$ cat src/common/dm_pkg.sv
package dm_pkg;

    localparam int ROWS       = 8;
    localparam int COLS       = 8;
    localparam int ROW_W      = $clog2(ROWS);
    localparam int GLYPH_W    = 4;
    localparam int NUM_GLYPHS = 12;   // 12..15 are blank
    localparam int CREDITS    = 2;    // queue depth, sender's starting credits
    localparam int PTR_W      = $clog2(CREDITS);
    localparam int LVL_W      = $clog2(CREDITS + 1);

    localparam logic [GLYPH_W-1:0] BLANK_GLYPH = '1;

    typedef enum logic {
        op_show  = 1'b0,
        op_clear = 1'b1
    } cmd_op_e;

    // ctrl: bit0 enable, bit1 alert
    // status: queue level in the low bits
    typedef enum logic {
        reg_ctrl   = 1'b0,
        reg_status = 1'b1
    } reg_addr_e;

endpackage

$ cat src/display/cmd_queue.sv
`timescale 1ns/1ps

module cmd_queue (
    input  logic                       clk,
    input  logic                       rst,
    input  logic                       enable,
    input  logic                       cmd_valid,
    input  dm_pkg::cmd_op_e            cmd_op,
    input  logic [dm_pkg::GLYPH_W-1:0] cmd_glyph,
    input  logic                       frame_end,
    output logic                       head_valid,
    output dm_pkg::cmd_op_e            head_op,
    output logic [dm_pkg::GLYPH_W-1:0] head_glyph,
    output logic [dm_pkg::LVL_W-1:0]   level,
    output logic                       cmd_credit
);

    dm_pkg::cmd_op_e            op_mem    [dm_pkg::CREDITS];
    logic [dm_pkg::GLYPH_W-1:0] glyph_mem [dm_pkg::CREDITS];
    logic [dm_pkg::PTR_W-1:0]   wr_ptr;
    logic [dm_pkg::PTR_W-1:0]   rd_ptr;
    logic                       push;
    logic                       pop;

    assign push       = cmd_valid;   // credits guarantee room
    assign pop        = enable && frame_end && head_valid;
    assign head_valid = (level != '0);
    assign head_op    = op_mem[rd_ptr];
    assign head_glyph = glyph_mem[rd_ptr];

    always_ff @(posedge clk)
    begin
        if (push)
        begin
            op_mem[wr_ptr]    <= cmd_op;
            glyph_mem[wr_ptr] <= cmd_glyph;
        end
    end

    always_ff @(posedge clk or posedge rst)
    begin
        if (rst)
        begin
            wr_ptr     <= '0;
            rd_ptr     <= '0;
            level      <= '0;
            cmd_credit <= 1'b0;
        end
        else
        begin
            if (push)
                wr_ptr <= (wr_ptr == dm_pkg::PTR_W'(dm_pkg::CREDITS - 1)) ? '0 : wr_ptr + 1'b1;
            if (pop)
                rd_ptr <= (rd_ptr == dm_pkg::PTR_W'(dm_pkg::CREDITS - 1)) ? '0 : rd_ptr + 1'b1;
            case ({push, pop})
                2'b10:   level <= level + 1'b1;
                2'b01:   level <= level - 1'b1;
                default: level <= level;
            endcase
            cmd_credit <= pop;   // one credit back per consumed command
        end
    end

    // sender only gets a credit back a cycle after the pop
    a_no_push_full: assert property (@(posedge clk) disable iff (rst)
        cmd_valid |-> level < dm_pkg::LVL_W'(dm_pkg::CREDITS));

    a_level_max: assert property (@(posedge clk) disable iff (rst)
        level <= dm_pkg::LVL_W'(dm_pkg::CREDITS));

endmodule

$ cat src/display/glyph_rom.sv
`timescale 1ns/1ps

module glyph_rom (
    input  logic [dm_pkg::GLYPH_W-1:0] glyph,
    input  logic [dm_pkg::ROW_W-1:0]   row_idx,
    output logic [dm_pkg::COLS-1:0]    bits
);

    always_comb
    begin
        bits = '0;
        if (glyph < dm_pkg::NUM_GLYPHS)
        begin
            case (glyph)
                // flame levels, mirrored top to bottom
                4'd0:
                begin
                    case (row_idx)
                        3'd2, 3'd5: bits = 8'b0001_1000;
                        3'd3, 3'd4: bits = 8'b0011_1100;
                        default:    bits = 8'b0000_0000;
                    endcase
                end
                4'd1:
                begin
                    case (row_idx)
                        3'd2, 3'd5: bits = 8'b0011_1000;
                        3'd3, 3'd4: bits = 8'b0111_1100;
                        default:    bits = 8'b0000_0000;
                    endcase
                end
                4'd2:
                begin
                    case (row_idx)
                        3'd2, 3'd5: bits = 8'b0011_1100;
                        3'd3, 3'd4: bits = 8'b0111_1110;
                        default:    bits = 8'b0000_0000;
                    endcase
                end
                4'd3:
                begin
                    case (row_idx)
                        3'd1, 3'd6:             bits = 8'b0011_1100;
                        3'd2, 3'd3, 3'd4, 3'd5: bits = 8'b0111_1110;
                        default:                bits = 8'b0000_0000;
                    endcase
                end
                4'd4:
                begin
                    case (row_idx)
                        3'd0, 3'd7: bits = 8'b0011_1100;
                        3'd1, 3'd6: bits = 8'b0111_1110;
                        default:    bits = 8'b1111_1111;
                    endcase
                end
                4'd5: bits = '1;   // full panel
                4'd6:
                begin
                    case (row_idx)   // thermometer
                        3'd0:             bits = 8'b0001_1000;
                        3'd1, 3'd2, 3'd3: bits = 8'b0010_0100;
                        3'd4, 3'd7:       bits = 8'b0011_1100;
                        default:          bits = 8'b0111_1110;
                    endcase
                end
                4'd7:
                begin
                    case (row_idx)   // heart
                        3'd1:       bits = 8'b0110_0110;
                        3'd2, 3'd3: bits = 8'b1111_1111;
                        3'd4:       bits = 8'b0111_1110;
                        3'd5:       bits = 8'b0011_1100;
                        3'd6:       bits = 8'b0001_1000;
                        default:    bits = 8'b0000_0000;
                    endcase
                end
                4'd8:
                begin
                    case (row_idx)   // smiley
                        3'd0, 3'd7: bits = 8'b0011_1100;
                        3'd1, 3'd6: bits = 8'b0100_0010;
                        3'd2, 3'd4: bits = 8'b1010_0101;
                        3'd3:       bits = 8'b1000_0001;
                        default:    bits = 8'b1001_1001;
                    endcase
                end
                4'd9:
                begin
                    case (row_idx)   // arrow up
                        3'd0:    bits = 8'b0001_1000;
                        3'd1:    bits = 8'b0011_1100;
                        3'd2:    bits = 8'b0111_1110;
                        3'd3:    bits = 8'b1101_1011;
                        default: bits = 8'b0001_1000;
                    endcase
                end
                4'd10:
                begin
                    case (row_idx)   // cross
                        3'd0, 3'd7: bits = 8'b1000_0001;
                        3'd1, 3'd6: bits = 8'b0100_0010;
                        3'd2, 3'd5: bits = 8'b0010_0100;
                        default:    bits = 8'b0001_1000;
                    endcase
                end
                4'd11:
                begin
                    case (row_idx)   // tick
                        3'd1:    bits = 8'b0000_0001;
                        3'd2:    bits = 8'b0000_0010;
                        3'd3:    bits = 8'b0000_0100;
                        3'd4:    bits = 8'b1000_1000;
                        3'd5:    bits = 8'b0101_0000;
                        3'd6:    bits = 8'b0010_0000;
                        default: bits = 8'b0000_0000;
                    endcase
                end
                default: bits = '0;
            endcase
        end
    end

endmodule

$ cat src/display/matrix_scan.sv
`timescale 1ns/1ps

module matrix_scan (
    input  logic                       clk,
    input  logic                       rst,
    input  logic                       enable,
    input  logic                       alert,
    input  logic                       head_valid,
    input  dm_pkg::cmd_op_e            head_op,
    input  logic [dm_pkg::GLYPH_W-1:0] head_glyph,
    input  logic [dm_pkg::COLS-1:0]    pattern,
    output logic                       frame_end,
    output logic [dm_pkg::GLYPH_W-1:0] glyph,
    output logic [dm_pkg::ROW_W-1:0]   row_idx,
    output logic [dm_pkg::ROWS-1:0]    row,
    output logic [dm_pkg::COLS-1:0]    colg,
    output logic [dm_pkg::COLS-1:0]    colr
);

    logic [dm_pkg::ROW_W-1:0] cnt;

    assign frame_end = (cnt == dm_pkg::ROW_W'(dm_pkg::ROWS - 1));
    assign row_idx   = cnt;

    always_ff @(posedge clk or posedge rst)
    begin
        if (rst)
            cnt <= '0;
        else if (!enable)
            cnt <= '0;   // parked on row 0
        else if (frame_end)
            cnt <= '0;
        else
            cnt <= cnt + 1'b1;
    end

    // new picture only at the wrap, so a frame never mixes two glyphs
    always_ff @(posedge clk or posedge rst)
    begin
        if (rst)
            glyph <= dm_pkg::BLANK_GLYPH;
        else if (!enable)
            glyph <= dm_pkg::BLANK_GLYPH;
        else if (frame_end && head_valid)
            glyph <= (head_op == dm_pkg::op_clear) ? dm_pkg::BLANK_GLYPH : head_glyph;
    end

    always_ff @(posedge clk or posedge rst)
    begin
        if (rst)
        begin
            row  <= '1;
            colg <= '0;
            colr <= '0;
        end
        else if (!enable)
        begin
            row  <= '1;   // all rows off
            colg <= '0;
            colr <= '0;
        end
        else
        begin
            row  <= ~(dm_pkg::ROWS'(1) << cnt);   // active low select
            colg <= pattern;
            colr <= alert ? pattern : '0;         // red follows green on alert
        end
    end

    a_row_onehot: assert property (@(posedge clk) disable iff (rst)
        $countones(~row) <= 1);

endmodule

$ cat src/logic/disp_regs.sv
`timescale 1ns/1ps

module disp_regs (
    input  logic                     clk,
    input  logic                     rst,
    input  logic                     reg_wr,
    input  dm_pkg::reg_addr_e        reg_addr,
    input  logic [7:0]               reg_wdata,
    input  logic [dm_pkg::LVL_W-1:0] level,
    output logic [7:0]               reg_rdata,
    output logic                     enable,
    output logic                     alert
);

    always_ff @(posedge clk or posedge rst)
    begin
        if (rst)
        begin
            enable <= 1'b0;
            alert  <= 1'b0;
        end
        else if (reg_wr && reg_addr == dm_pkg::reg_ctrl)
        begin
            enable <= reg_wdata[0];
            alert  <= reg_wdata[1];
        end
    end

    // status writes are dropped
    always_comb
    begin
        case (reg_addr)
            dm_pkg::reg_ctrl:   reg_rdata = {6'b0, alert, enable};
            dm_pkg::reg_status: reg_rdata = 8'(level);
            default:            reg_rdata = '0;
        endcase
    end

endmodule

$ cat src/logic/dm_top.sv
`timescale 1ns/1ps

module dm_top (
    input  logic                       clk,
    input  logic                       rst,
    input  logic                       cmd_valid,
    input  dm_pkg::cmd_op_e            cmd_op,
    input  logic [dm_pkg::GLYPH_W-1:0] cmd_glyph,
    output logic                       cmd_credit,
    input  logic                       reg_wr,
    input  dm_pkg::reg_addr_e          reg_addr,
    input  logic [7:0]                 reg_wdata,
    output logic [7:0]                 reg_rdata,
    output logic [dm_pkg::ROWS-1:0]    row,
    output logic [dm_pkg::COLS-1:0]    colg,
    output logic [dm_pkg::COLS-1:0]    colr
);

    logic                       enable;
    logic                       alert;
    logic [dm_pkg::LVL_W-1:0]   level;
    logic                       head_valid;
    dm_pkg::cmd_op_e            head_op;
    logic [dm_pkg::GLYPH_W-1:0] head_glyph;
    logic                       frame_end;
    logic [dm_pkg::GLYPH_W-1:0] glyph;
    logic [dm_pkg::ROW_W-1:0]   row_idx;
    logic [dm_pkg::COLS-1:0]    pattern;

    cmd_queue u_queue (
        .clk        (clk),
        .rst        (rst),
        .enable     (enable),
        .cmd_valid  (cmd_valid),
        .cmd_op     (cmd_op),
        .cmd_glyph  (cmd_glyph),
        .frame_end  (frame_end),
        .head_valid (head_valid),
        .head_op    (head_op),
        .head_glyph (head_glyph),
        .level      (level),
        .cmd_credit (cmd_credit)
    );

    disp_regs u_regs (
        .clk       (clk),
        .rst       (rst),
        .reg_wr    (reg_wr),
        .reg_addr  (reg_addr),
        .reg_wdata (reg_wdata),
        .level     (level),
        .reg_rdata (reg_rdata),
        .enable    (enable),
        .alert     (alert)
    );

    matrix_scan u_scan (
        .clk        (clk),
        .rst        (rst),
        .enable     (enable),
        .alert      (alert),
        .head_valid (head_valid),
        .head_op    (head_op),
        .head_glyph (head_glyph),
        .pattern    (pattern),
        .frame_end  (frame_end),
        .glyph      (glyph),
        .row_idx    (row_idx),
        .row        (row),
        .colg       (colg),
        .colr       (colr)
    );

    glyph_rom u_rom (
        .glyph   (glyph),
        .row_idx (row_idx),
        .bits    (pattern)
    );

endmodule

$ cat config.mk
export PLATFORM = sky130hd
export DESIGN_NAME = dm_top
export DESIGN_NICKNAME = d
export VERILOG_FILES = /design/src/common/dm_pkg.sv /design/src/display/cmd_queue.sv /design/src/display/glyph_rom.sv /design/src/display/matrix_scan.sv /design/src/logic/disp_regs.sv /design/src/logic/dm_top.sv
export SDC_FILE = /design/constraint.sdc
export NUM_CORES = 1
export LEC_CHECK = 0
export BUFFER_PORTS_ARGS = -buffer_cell sky130_fd_sc_hd__buf_2
export CORE_MARGIN = 1.5
export CORE_UTILIZATION = 35
export DETAILED_ROUTE_END_ITERATION = 8
export PLACE_DENSITY = 0.62
export SLEW_MARGIN = 0
export SYNTH_ARGS = -nofsm -noshare
export SYNTH_HDL_FRONTEND = slang
export SYNTH_SLANG_ARGS = --single-unit
$ cat constraint.sdc
create_clock -name clk -period 2.3 [get_ports clk]
set_input_delay 0.345 -clock clk [delete_from_list [all_inputs] [get_ports clk]]
set_output_delay 0.345 -clock clk [all_outputs]
set_load 0.01 [all_outputs]
Word level (Yosys, flattened, before mapping)
Memories as Yosys holds them, arrays and structs flattened. Index checks and enable logic that the tools add are counted.

Latch bits: 0. ROM bits: 0. Register bits after elaboration: 38. Logic and storage cells: 88. Memories kept: 2. Input port bits: 18. Memory bits (writable): 10.

Shift operators: 1. Reductions and logical operators: 17. Divide/modulo/power cells: 0. Multiplexer cells: 28. Multipliers: 0. Add/subtract/negate cells: 5. Eq/ne operators: 21. Bitwise gates (word level): 2. $lt $le $gt $ge: 1.

Memory list: u_queue.glyph_mem (words 2, bits a word 4, rd ports 1, clocked after memory_dff 0, write ports 1, line cmd_queue.sv:19) `logic [dm_pkg::GLYPH_W-1:0] glyph_mem [dm_pkg::CREDITS];`; u_queue.op_mem (words 2, bits a word 1, rd ports 1, clocked after memory_dff 0, write ports 1, line cmd_queue.sv:18) `dm_pkg::cmd_op_e op_mem [dm_pkg::CREDITS];`.

Operator list (number): 8-bit case mux with 12 select lines (1); 8-bit case mux with 3 select lines (2); 8-bit case mux with 6 select lines (1); 7-bit case mux with 2 select lines (3); 8-bit 2-to-1 mux (5); 8-bit case mux with 5 select lines (1); 8-bit case mux with 2 select lines (2); 8-bit case mux with 4 select lines (1); 7-bit case mux with 3 select lines (1); 4-bit by 3-bit equality test with 1-bit output (second input constant) (4); 4-bit equality test (second input constant) (4); 2-bit OR reduction (7); 3-bit equality test (second input constant) (4); 4-bit 2-to-1 mux (3); 6-bit case mux with 2 select lines (1); 4-bit by 2-bit equality test with 1-bit output (second input constant) (2); 8-bit inverter (1); 1-bit by 3-bit << shifter with 8-bit output (first input constant) (1); 3-bit by 2-bit equality test with 1-bit output (second input constant) (2); 3-bit 2-to-1 mux (2); 4-bit by 1-bit equality test with 1-bit output (second input constant) (1); 1-bit logical AND (4); 4-bit logical NOT (1); 4-bit < comparator (second input constant) (1); other kinds (15) (20).

Longest topological paths before layout
Gate-level depths: netlist (run 1).

Word-level depth: 7. Depth in mapped cells: 8.

Hierarchy
A second synthesis (run 1) with hierarchy kept.

Cell total of the unflattened synthesis: 248. Area, all modules: 2686.3 µm².

Modules (own cells, without submodules): matrix_scan (cells each 86, times used 1, area an instance 1194.9 µm²); glyph_rom (cells each 113, times used 1, area an instance 750.7 µm²); cmd_queue (cells each 34, times used 1, area an instance 584.3 µm²); disp_regs (cells each 15, times used 1, area an instance 156.4 µm²).

Least setup slack after synthesis (run 1)
Ideal clock, no wire load.

Kind: flip-flop to flip-flop. Start: register u_scan.cnt, in the netlist u_scan.row_idx[0]. End: register u_scan.colg[2] in the netlist's numbering. Setup time: 0.131 ns. Period minus slack after synthesis: 2.223 ns. Cell stages (with the launch flop): 8. Path slack: 0.077 ns. Arrival: 2.092 ns. Cells stage by stage: dfrtp_1 ha_1 ha_1 or4b_1 o211ai_2 nand4_2 a2111oi_2 nor2_1.

Word-level cells in the longest chain between the ends: 6. Elaborated cells between the ends (all ways): 30. Classes of those cells: eq/ne: 7; mux: 13; reduce/logical: 10.

Ends and longest elaborated chain: start: declaration (line matrix_scan.sv:20) `logic [dm_pkg::ROW_W-1:0] cnt;`; start signal: assignment (line matrix_scan.sv:34) `cnt <= cnt + 1'b1;`; 3-bit by 2-bit equality test with 1-bit output, or another cell as far along; 2-bit OR reduction, or another cell as far along (line glyph_rom.sv:68) `case (row_idx)`; 8-bit case mux with 5 select lines, or another cell as far along (line glyph_rom.sv:68); 8-bit case mux with 12 select lines (*) (line glyph_rom.sv:14) `case (glyph)`; 8-bit 2-to-1 mux (*) (line glyph_rom.sv:12) `if (glyph < dm_pkg::NUM_GLYPHS)`; 8-bit 2-to-1 mux (*) (line matrix_scan.sv:56) `else if (!enable)`; end signal: assignment (line matrix_scan.sv:65) `colg <= pattern;`; end: declaration (line matrix_scan.sv:16) `output logic [dm_pkg::COLS-1:0] colg,`.

Mark *: on every way between the ends. The rest lies on a longest branch, timed or not. A chain may end at the register's enable or synchronous reset.

Final worst setup path (run 1)
Start: register u_scan.cnt, in the netlist u_scan.row_idx[2]. End: register u_scan.colr[5] in the netlist's numbering.

Word-level cells in the longest chain between the ends: 7. Elaborated cells between the ends (all ways): 31. Classes of those cells: eq/ne: 7; mux: 14; reduce/logical: 10.

Ends and longest elaborated chain: 3-bit by 2-bit equality test with 1-bit output, or another cell as far along; 2-bit OR reduction, or another cell as far along (line glyph_rom.sv:68); 8-bit case mux with 5 select lines, or another cell as far along (line glyph_rom.sv:68); 8-bit case mux with 12 select lines (*) (line glyph_rom.sv:14); 8-bit 2-to-1 mux (*) (line glyph_rom.sv:12); 8-bit 2-to-1 mux (*) (line matrix_scan.sv:66) `colr <= alert ? pattern : '0;`; 8-bit 2-to-1 mux (*) (line matrix_scan.sv:56); end signal: assignment (line matrix_scan.sv:66); end: declaration (line matrix_scan.sv:17) `output logic [dm_pkg::COLS-1:0] colr`.

Marked as above.

==> results.cfg, run 1 <==
[sta]
slew_headroom = 0.597
finalCriticalPeriod_ns = 2.18
final_hold_viol_count = 0
worstMarginPinSlew_ns = 0.604
slew_viol_final = 0
hold_ws_ns = 0.125
finalCritPeriodShare = 0.946
setup_violations = 0
fin_skew_ns = 0.00983
timing.fmax_mhz = 460

[routing]
dr.pass1.iters = 4
drt_iter0_markers = 193
via_count = 1882
drc_errors = 0
routed_wl_um = 5260
via_per_inst = 5.06
final_antenna_net_count = 0
wl_per_cell_um = 14.1

[layout]
layout.nets = 301
drive_above_1_share = 0.330
n_antenna_cell = 0
final_area_mm2 = 0.00295
fin_cells = 372
fillerInstances = 677
syn2layout_area_growth_pct = 18.9
final_util = 0.432

[logic_synthesis]
synth-seq-cells = 48
synth_top_area_share = 0.262
avgSynthCellArea_um2 = 10.6
dominantRegCellSynth = dfrtp_1
synthArstFlopShare = 0.792
yosysTopAreaCell = dfrtp_1
netlist_area_mm2 = 0.00248
synthCells = 233
synth_commonest_cells = dfrtp_1, a21oi_1, nor2_1
synth_top_cells_by_area = dfrtp_1, dfstp_2, edfxtp_1
post-synth-top-count-cell = dfrtp_1
synth_edf_count = 10
ys_warn_count = 0
ys_seq_area_frac = 0.511
yosysUniqueCellTypes = 50

[min_path]
hold_path_class = primary input to asynchronous set/reset pin

[clock_tree]
cts_setup_buffers = 0
htreeDepth = 2
clock_path_buffers = 2
cts_tree = yes
cts_buffers = 5
clk_pin_slew_ns = 0.09
cts_root_buf = clkbuf_8
clock_latency_ns = 0.30
cts_sinks = 48
ctsHoldBuffers = 0

[place]
post_dp_cell_area_mm2 = 0.00280
hpwl_um = 3610
placed_cells = 364
gp_congestion = 0.917
io_buffers = 38

[grt]
grtUsageMet2 = 0.247
grt_pass1_wl_um = 8760
use_met1 = 0.194
grt.busiest_layer = met2
use_met3 = 0.0332
grt_pass1_vias = 1852
track_usage = 0.148
grt_overflow = 0
antenna_found_initial = 0
grt_max_degree = 39

[worst_setup_path]
reg2reg_slack_ns = 0.12
cp_max_fo = 11
worst_setup_path_start_kind = flip-flop
worstSetupPathType = flip-flop to flip-flop
cp.arrival_ns = 2.36
crit_path_end_kind = flip-flop
r2r_end = u_scan.colr[5]
ff2ff_path_depth = 8
r2r-start = u_scan.row_idx[2]
cp.required_ns = 2.49

[flow_run]
cap_violations = 0

[die]
rows = 30
die_area_mm2 = 0.00760
io_pins = 51
start_util = 0.363
die_h_um = 87.2
fp.dieW_um = 87.2
design.core.area_mm2 = 0.00683

[power]
power.density_mw_per_mm2 = 817
ir_drop_mv = 0.403
p_total_mw = 2.41
p_leak_nw = 1.28

[outcome]
status = finished, final reports clean
-- state kept, by name (all words and copies together), names as in the netlist --
name and count:
u_queue.cmd_credit 1, u_queue.op_mem 2, u_scan.glyph 4, u_queue.rd_ptr 1
u_regs.alert 1, u_queue.wr_ptr 1, u_scan.colr 8, u_scan.colg 8
u_scan.row 8, u_queue.glyph_mem 8, u_regs.enable 1, u_scan.row_idx 3
u_queue.level 2
-- worst max path at each step --
stage,from,end,slack (ns),depth (start not counted)
2_1_floorplan,u_scan.row_idx[0],u_scan.colg[2],0.08,7
3_3_place_gp,u_scan.row_idx[1],u_scan.colr[2],0.06,7
3_5_place_dp,u_scan.row_idx[0],u_scan.colr[5],0.04,7
4_1_cts,u_scan.row_idx[0],u_scan.colr[5],-0.01,7
5_1_grt,u_scan.row_idx[2],u_scan.colr[5],-0.02,8
6_report,u_scan.row_idx[2],u_scan.colr[5],0.12,8
-- through the flow --
stage / worst slack, ns / setup TNS, ns
final: 0.125 / 0
after global routing: -0.0151 / -0.0151
after CTS: -0.0145 / -0.0236
after detailed placement: 0.0389 / 0
after global placement: 0.0589 / 0
after floorplan: 0.0767 / 0
-- routing by layer --
layer | up-vias | part of all wire
met5 | - | 0
met4 | 0 | 0
met3 | 0 | 0.053
met2 | 61 | 0.49
met1 | 913 | 0.45
li1 | 908 | -
-- critical path, stage by stage, from the launching register on --
cell and delay [ns]:
dfrtp_1 0.46, inv_1 0.14, ha_1 0.23, buf_4 0.19
a21oi_1 0.32, a221oi_2 0.15, buf_4 0.19, a2111oi_4 0.30
nor2_1 0.08
-- logic make-up after synthesis --
kind of cell | synth area share
and+or+nand+nor | 0.159
AOI/OAI and AO/OA | 0.160
DFF | 0.511
buffers and inverters | 0.0555
muxes | 0.0520
adders and majority gates | 0.0404
xor gates and xnor gates | 0.0212
other | 0.00151
-- report_power, final --
| group | switching [mW] | internal (mW) | leakage (nW) |
|---|---|---|---|
| registers | 0.131 | 1.01 | 0.569 |
| logic | 0.446 | 0.340 | 0.669 |
| clock network | 0.272 | 0.211 | 0.0388 |
-- layout make-up --
class / instances / area, µm² / area share
inverter: 8 / 30.0 / 0.0102
clock inverter: 2 / 11.3 / 0.00382
tap: 96 / 120 / 0.0407
timing repair buffer: 51 / 288 / 0.0976
sequential: 48 / 1270 / 0.429
multi-input combinational: 161 / 1160 / 0.394
clock buffer: 6 / 72.6 / 0.0246
-- cell usage in the layout, fill, tap and decap left out, types with 4 or more instances in the layout --
cell      synthesis  routed
clkbuf_8          0       5
buf_2             5      38
o21ai_0           7       6
a21oi_1          21      21
conb_1            1       6
dfstp_2          12      12
nand2_1          11      11
buf_4             6      13
nor2_1           18      17
nor2b_1           9       9
a21o_1            4       4
ha_1              8       5
nand3_1          14      14
mux2_2            7       7
inv_1             8       8
xor2_1            4       4
edfxtp_1         10      10
mux2i_1           5       5
dfrtp_1          26      26
-- timing repair --
| item | CTS | global route |
|---|---|---|
| setup endpoints to repair | 2 | 12 |
| gates resized for setup | 0 | 12 |
| pin swaps | 0 | 5 |
No activity file was read; power rests on OpenSTA's default activity.
==> run 2: changes to the inputs <==
Settings changed: CELL_PAD_IN_SITES_DETAIL_PLACEMENT set to 0, CELL_PAD_IN_SITES_GLOBAL_PLACEMENT set to 1, CORE_MARGIN 1.5 to 8, PLACE_DENSITY 0.62 to 0.75.
==> run 2 against run 1 <==
Effect of this change:
- setup slack better by 0.011 ns
- cell area is 0.13% higher
- clock skew is 0.0033 ns lower
- die area is 32% higher
- largest power group unchanged
- routed wire length is 0.44% higher
==> results.cfg, run 2 (synthesis results as in run 1) <==
[layout]
final_area_mm2 = 0.00295
final_util = 0.432
drive_above_1_share = 0.319
layout.nets = 301
layout_common_cells = buf_2, dfrtp_1, a21oi_1
n_antenna_cell = 0
mostFrequentLayoutCell = buf_2
fin_cells = 372
syn2layout_area_growth_pct = 19.1

[worst_setup_path]
crit_path_end_kind = flip-flop
worst_setup_path_start_kind = flip-flop
reg2reg_slack_ns = 0.14
ff2ff_path_depth = 7
cp_common_cell = ha_1
slowest_delay_ns = 0.53
r2r-start = u_scan.row_idx[1]
worstSetupEndpoint = u_scan.colg[2]
cp.required_ns = 2.48
worstSetupPathType = flip-flop to flip-flop
cp_slowest_cell = or4b_4
crit_path_start = u_scan.row_idx[1]
r2r_end = u_scan.colg[2]
cp_max_fo = 3
path_cells = ha_1, ha_1, or4b_4, o211ai_2, nand4_4, a2111oi_4, nor2_1
cp.arrival_ns = 2.35

[sta]
setup_violations = 0
tns_ns = 0
final_hold_viol_count = 0
fin_skew_ns = 0.00653
slew_viol_final = 0
timing.fmax_mhz = 462
slew_headroom = 0.655
rsz0062_at_grt = no
finalCriticalPeriod_ns = 2.16
finalCritPeriodShare = 0.941
worstMarginPinSlew_ns = 0.516

[power]
power.internal_mw = 1.66
p_switching_mw = 0.823
p_comb_frac = 0.309
clkPwrFrac = 0.235
p_sw_frac = 0.332
p_leak_nw = 1.30
power.density_mw_per_mm2 = 840
seq_power_share = 0.456
ir_drop_mv = 0.469
p_total_mw = 2.48

[grt]
antenna_found_initial = 0
grt_max_degree = 39
grt_pass1_wl_um = 8740
grt_pass1_vias = 1867
track_usage = 0.108
grt_overflow = 0

[clock_tree]
cts_buffers = 5
cts_sinks = 48
clk_pin_slew_ns = 0.08
clock_latency_ns = 0.30
cts_tree = yes
clock_path_buffers = 2
htreeDepth = 2
cts_root_buf = clkbuf_8

[place]
post_dp_cell_area_mm2 = 0.00280
placed_cells = 364
io_buffers = 38
hpwl_um = 3860
gp_congestion = 0.859

[min_path]
hold_path_class = primary input to asynchronous set/reset pin

[die]
fp.dieW_um = 100
start_util = 0.363
die_area_mm2 = 0.0100
io_pins = 51
die_h_um = 100
design.core.area_mm2 = 0.00683
rows = 30

[routing]
routed_wl_um = 5280
via_count = 1853
drc_errors = 0
drt_iter0_markers = 111
final_antenna_net_count = 0
dr.pass1.iters = 4
wl_per_cell_um = 14.2
via_per_inst = 4.98

[flow_run]
cap_violations = 0

[outcome]
status = finished, final reports clean
[run 2: changes by cell type in the layout (fill, tap and decap cells not counted), sizes merged]
cell | before | now
bufinv | 0 | 1
clkbuf | 6 | 5
clkinv | 1 | 2
clkinvlp | 1 | 0
[run 2: per-stage QoR]
step | hold slack [ns] | setup slack [ns]
6_report | 0.140 | 0.136
5_1_grt | 0.195 | 0.0111
4_1_cts | 0.158 | -0.0000115
3_5_place_dp | 0.438 | 0.00262
3_3_place_gp | 0.430 | 0.0603
2_1_floorplan | 0.432 | 0.0767
[run 2: power groups by stage]
| stage | Sequential [mW] | Clock, mW | Combinational, mW |
|---|---|---|---|
| final | 1.13 | 0.583 | 0.766 |
| after CTS | 1.13 | 0.594 | 0.751 |
| after detailed placement | 1.15 | 0 | 0.742 |
| after floorplan | 1.09 | 0 | 0.575 |
| after global routing | 1.15 | 0.628 | 0.852 |
| after global placement | 1.14 | 0 | 0.736 |
[run 2: critical path: cells and delay by family (launching register included)]
family          cells  cell delay, ns
simple gates        3            0.76
fa+ha+maj           2            0.43
flops               1            0.40
compound gates      2            0.45
[run 2: worst min path at each step]
stage,from,to,slack (ns),depth (start not counted)
2_1_floorplan,cmd_valid,u_queue.wr_ptr,0.43,1
3_3_place_gp,u_regs.enable,u_scan.row[7],0.43,1
3_5_place_dp,u_regs.enable,u_scan.row[7],0.44,1
4_1_cts,rst,u_scan.colr[2],0.16,3
5_1_grt,rst,u_regs.alert,0.19,3
6_report,rst,u_scan.colg[5],0.14,3
[run 2: what timing repair did]
item                                    in CTS  in global routing
endpoints found under the setup margin       2                 11
setup buffers                                0                  0
resized for setup                            1                  6
hold endpoints to repair                     0                  0
hold buffers                                 0                  0
pin swaps                                    0                  5
[run 2: layer usage]
| metal | routed length [µm] | GRT usage | vias to the layer above | share of wire |
|---|---|---|---|---|
| met5 | 0 | 0 | - | 0 |
| met4 | 72 | 0.0453 | 0 | 0.014 |
| met3 | 240 | 0.0284 | 8 | 0.045 |
| met2 | 2500 | 0.179 | 48 | 0.47 |
| met1 | 2470 | 0.128 | 899 | 0.47 |
| li1 | - | - | 898 | - |
[run 2: area by class of cell]
class | instances | area, µm²
clock buffers | 5 | 68.8
fillers | 700 | 3880
repair buffers | 51 | 288
well taps | 96 | 120
clock inverters | 3 | 37.5
flip-flops and latches | 48 | 1270
multi-input cells | 161 | 1140
inverters | 8 | 30.0
==> run 3: changes to the inputs <==
Settings changed: CELL_PAD_IN_SITES_DETAIL_PLACEMENT 0 to 1.
==> run 3 against run 2 <==
Effect of this change:
- clock power is 19% lower
- sequential share of layout area down 0.60 points
- die area unchanged
- critical path type unchanged
- critical path depth did not move
- largest power group unchanged
- routed wire length increased by 14%
- setup slack worse by 0.056 ns
- utilization rose by 0.66 points
==> results.cfg, run 3 (synthesis results as in run 1) <==
[outcome]
status = finished, final reports clean

[routing]
drc_errors = 0
top_layer = met4
via_per_inst = 5.05
dr.pass1.iters = 4
wl_per_cell_um = 16.1
routed_wl_um = 6010
via_count = 1890
dr_wl_met3_um = 264
final_antenna_net_count = 0
routedLengthMet1_um = 2620
wl_met2_um = 3040
drt_iter0_markers = 98

[sta]
final_hold_viol_count = 0
finalCritPeriodShare = 0.965
fin_skew_ns = 0.00851
worst_slack_ns = 0.0797
finalCriticalPeriod_ns = 2.22
worstMarginPinSlew_ns = 0.563
slew_viol_final = 0
timing.fmax_mhz = 450
setup_violations = 0
slew_headroom = 0.624
tns_ns = 0

[die]
die_area_mm2 = 0.0100
io_pins = 51
fp.dieW_um = 100
design.core.area_mm2 = 0.00683
start_util = 0.363
rows = 30
die_h_um = 100

[worst_setup_path]
worst_setup_path_start_kind = flip-flop
crit_path_start = u_scan.row_idx[1]
r2r-start = u_scan.row_idx[1]
crit_path_end_kind = flip-flop
cp_max_fo = 3
slowest_delay_ns = 0.52
cp_slowest_cell = or4b_4
cp_common_cell = ha_4
cp.arrival_ns = 2.40
path_cells = ha_4, ha_4, or4b_4, o211ai_2, nand4_4, a2111oi_4, nor2_1
cp.required_ns = 2.48
worstSetupPathType = flip-flop to flip-flop

[power]
power.internal_mw = 1.57
ir_drop_mv = 0.449
p_comb_frac = 0.336
p_leak_nw = 1.29
power.density_mw_per_mm2 = 813
seq_power_share = 0.470
p_switching_mw = 0.863
p_sw_frac = 0.354
clkPwrFrac = 0.194

[clock_tree]
cts_sinks = 48
clk_pin_slew_ns = 0.08
cts_tree = yes
clock_path_buffers = 2
cts_root_buf = clkbuf_8
htreeDepth = 2
cts_buffers = 5
clock_latency_ns = 0.30

[layout]
syn2layout_area_growth_pct = 20.9
multi_input_area_mm2 = 0.00120
n_antenna_cell = 0
drive_above_1_share = 0.349
fillerInstances = 793
seqCellArea_mm2 = 0.00127
fin_cells = 374
mostFrequentLayoutCell = buf_2
layout_common_cells = buf_2, dfrtp_1, a21oi_1
layout.nets = 303

[place]
hpwl_um = 4340
placed_cells = 364
gp_congestion = 0.859
io_buffers = 38
place_ws_ns = -0.0183

[grt]
grt_overflow = 0
track_usage = 0.120
grt_pass1_vias = 2061
antenna_found_initial = 0
grt_max_degree = 39
grt_pass1_wl_um = 9850

[flow_run]
cap_violations = 0

[min_path]
hold_path_class = primary input to asynchronous set/reset pin
[run 3: path summary, 6_finish.rpt]
path                                           end  slack [ns]  cells after the start
setup reg to reg                    u_scan.colr[2]        0.08                      7
max in group asynchronous            u_scan.row[4]        1.80                      3
setup / recovery                    u_scan.colr[2]        0.08                      7
hold reg to reg                      u_scan.row[7]        0.43                      1
hold / removal                      u_scan.colg[5]        0.15                      3
min in group clk           u_queue.glyph_mem[1][2]        0.24                      1
[run 3: metrics by stage]
step | utilization | instance area, µm² | hold WS (ns) | total power [mW]
floorplan | - | 2500 | 0.432 | 1.67
global placement | 0.410 | 2800 | 0.430 | 1.88
detailed placement | 0.410 | 2800 | 0.416 | 1.91
CTS | 0.425 | 2910 | 0.158 | 2.40
global route | 0.439 | 3000 | 0.191 | 2.58
finish | 0.439 | 3000 | 0.146 | 2.44
[run 3: metal layers]
metal | track usage | vias up
met3 | 0.0304 | 11
met5 | 0 | -
li1 | - | 912
met1 | 0.137 | 918
met4 | 0.0360 | 0
met2 | 0.215 | 49
[run 3: area by class of cell]
class / count / area share
timing repair buffer: 53 / 0.101
clock buffer: 7 / 0.0255
clock inverter: 1 / 0.00167
multi-input combinational: 161 / 0.399
sequential: 48 / 0.423
tap: 96 / 0.0401
inverter: 8 / 0.0100
[run 3: power by group through the flow]
stage,Clock (mW),Combinational (mW),Sequential [mW]
after detailed placement,0,0.757,1.15
after floorplan,0,0.575,1.09
final,0.472,0.819,1.14
after CTS,0.489,0.771,1.14
after global placement,0,0.736,1.14
after global routing,0.521,0.897,1.16
[run 3: worst max-delay path: cells and delay by family, from the launching register on]
kind,cells,cell delay [ns]
AO/OA/AOI/OAI,2,0.56
AND/OR/NAND/NOR,3,0.75
flip-flops,1,0.43
adder cells (fa/ha/maj),2,0.36
[run 3: repair_timing]
action                                  CTS  global route
hold buffers                              0             0
setup buffers                             0             2
endpoints found under the setup margin    2            12
resized for setup                         2            16
pin swaps                                 1             8
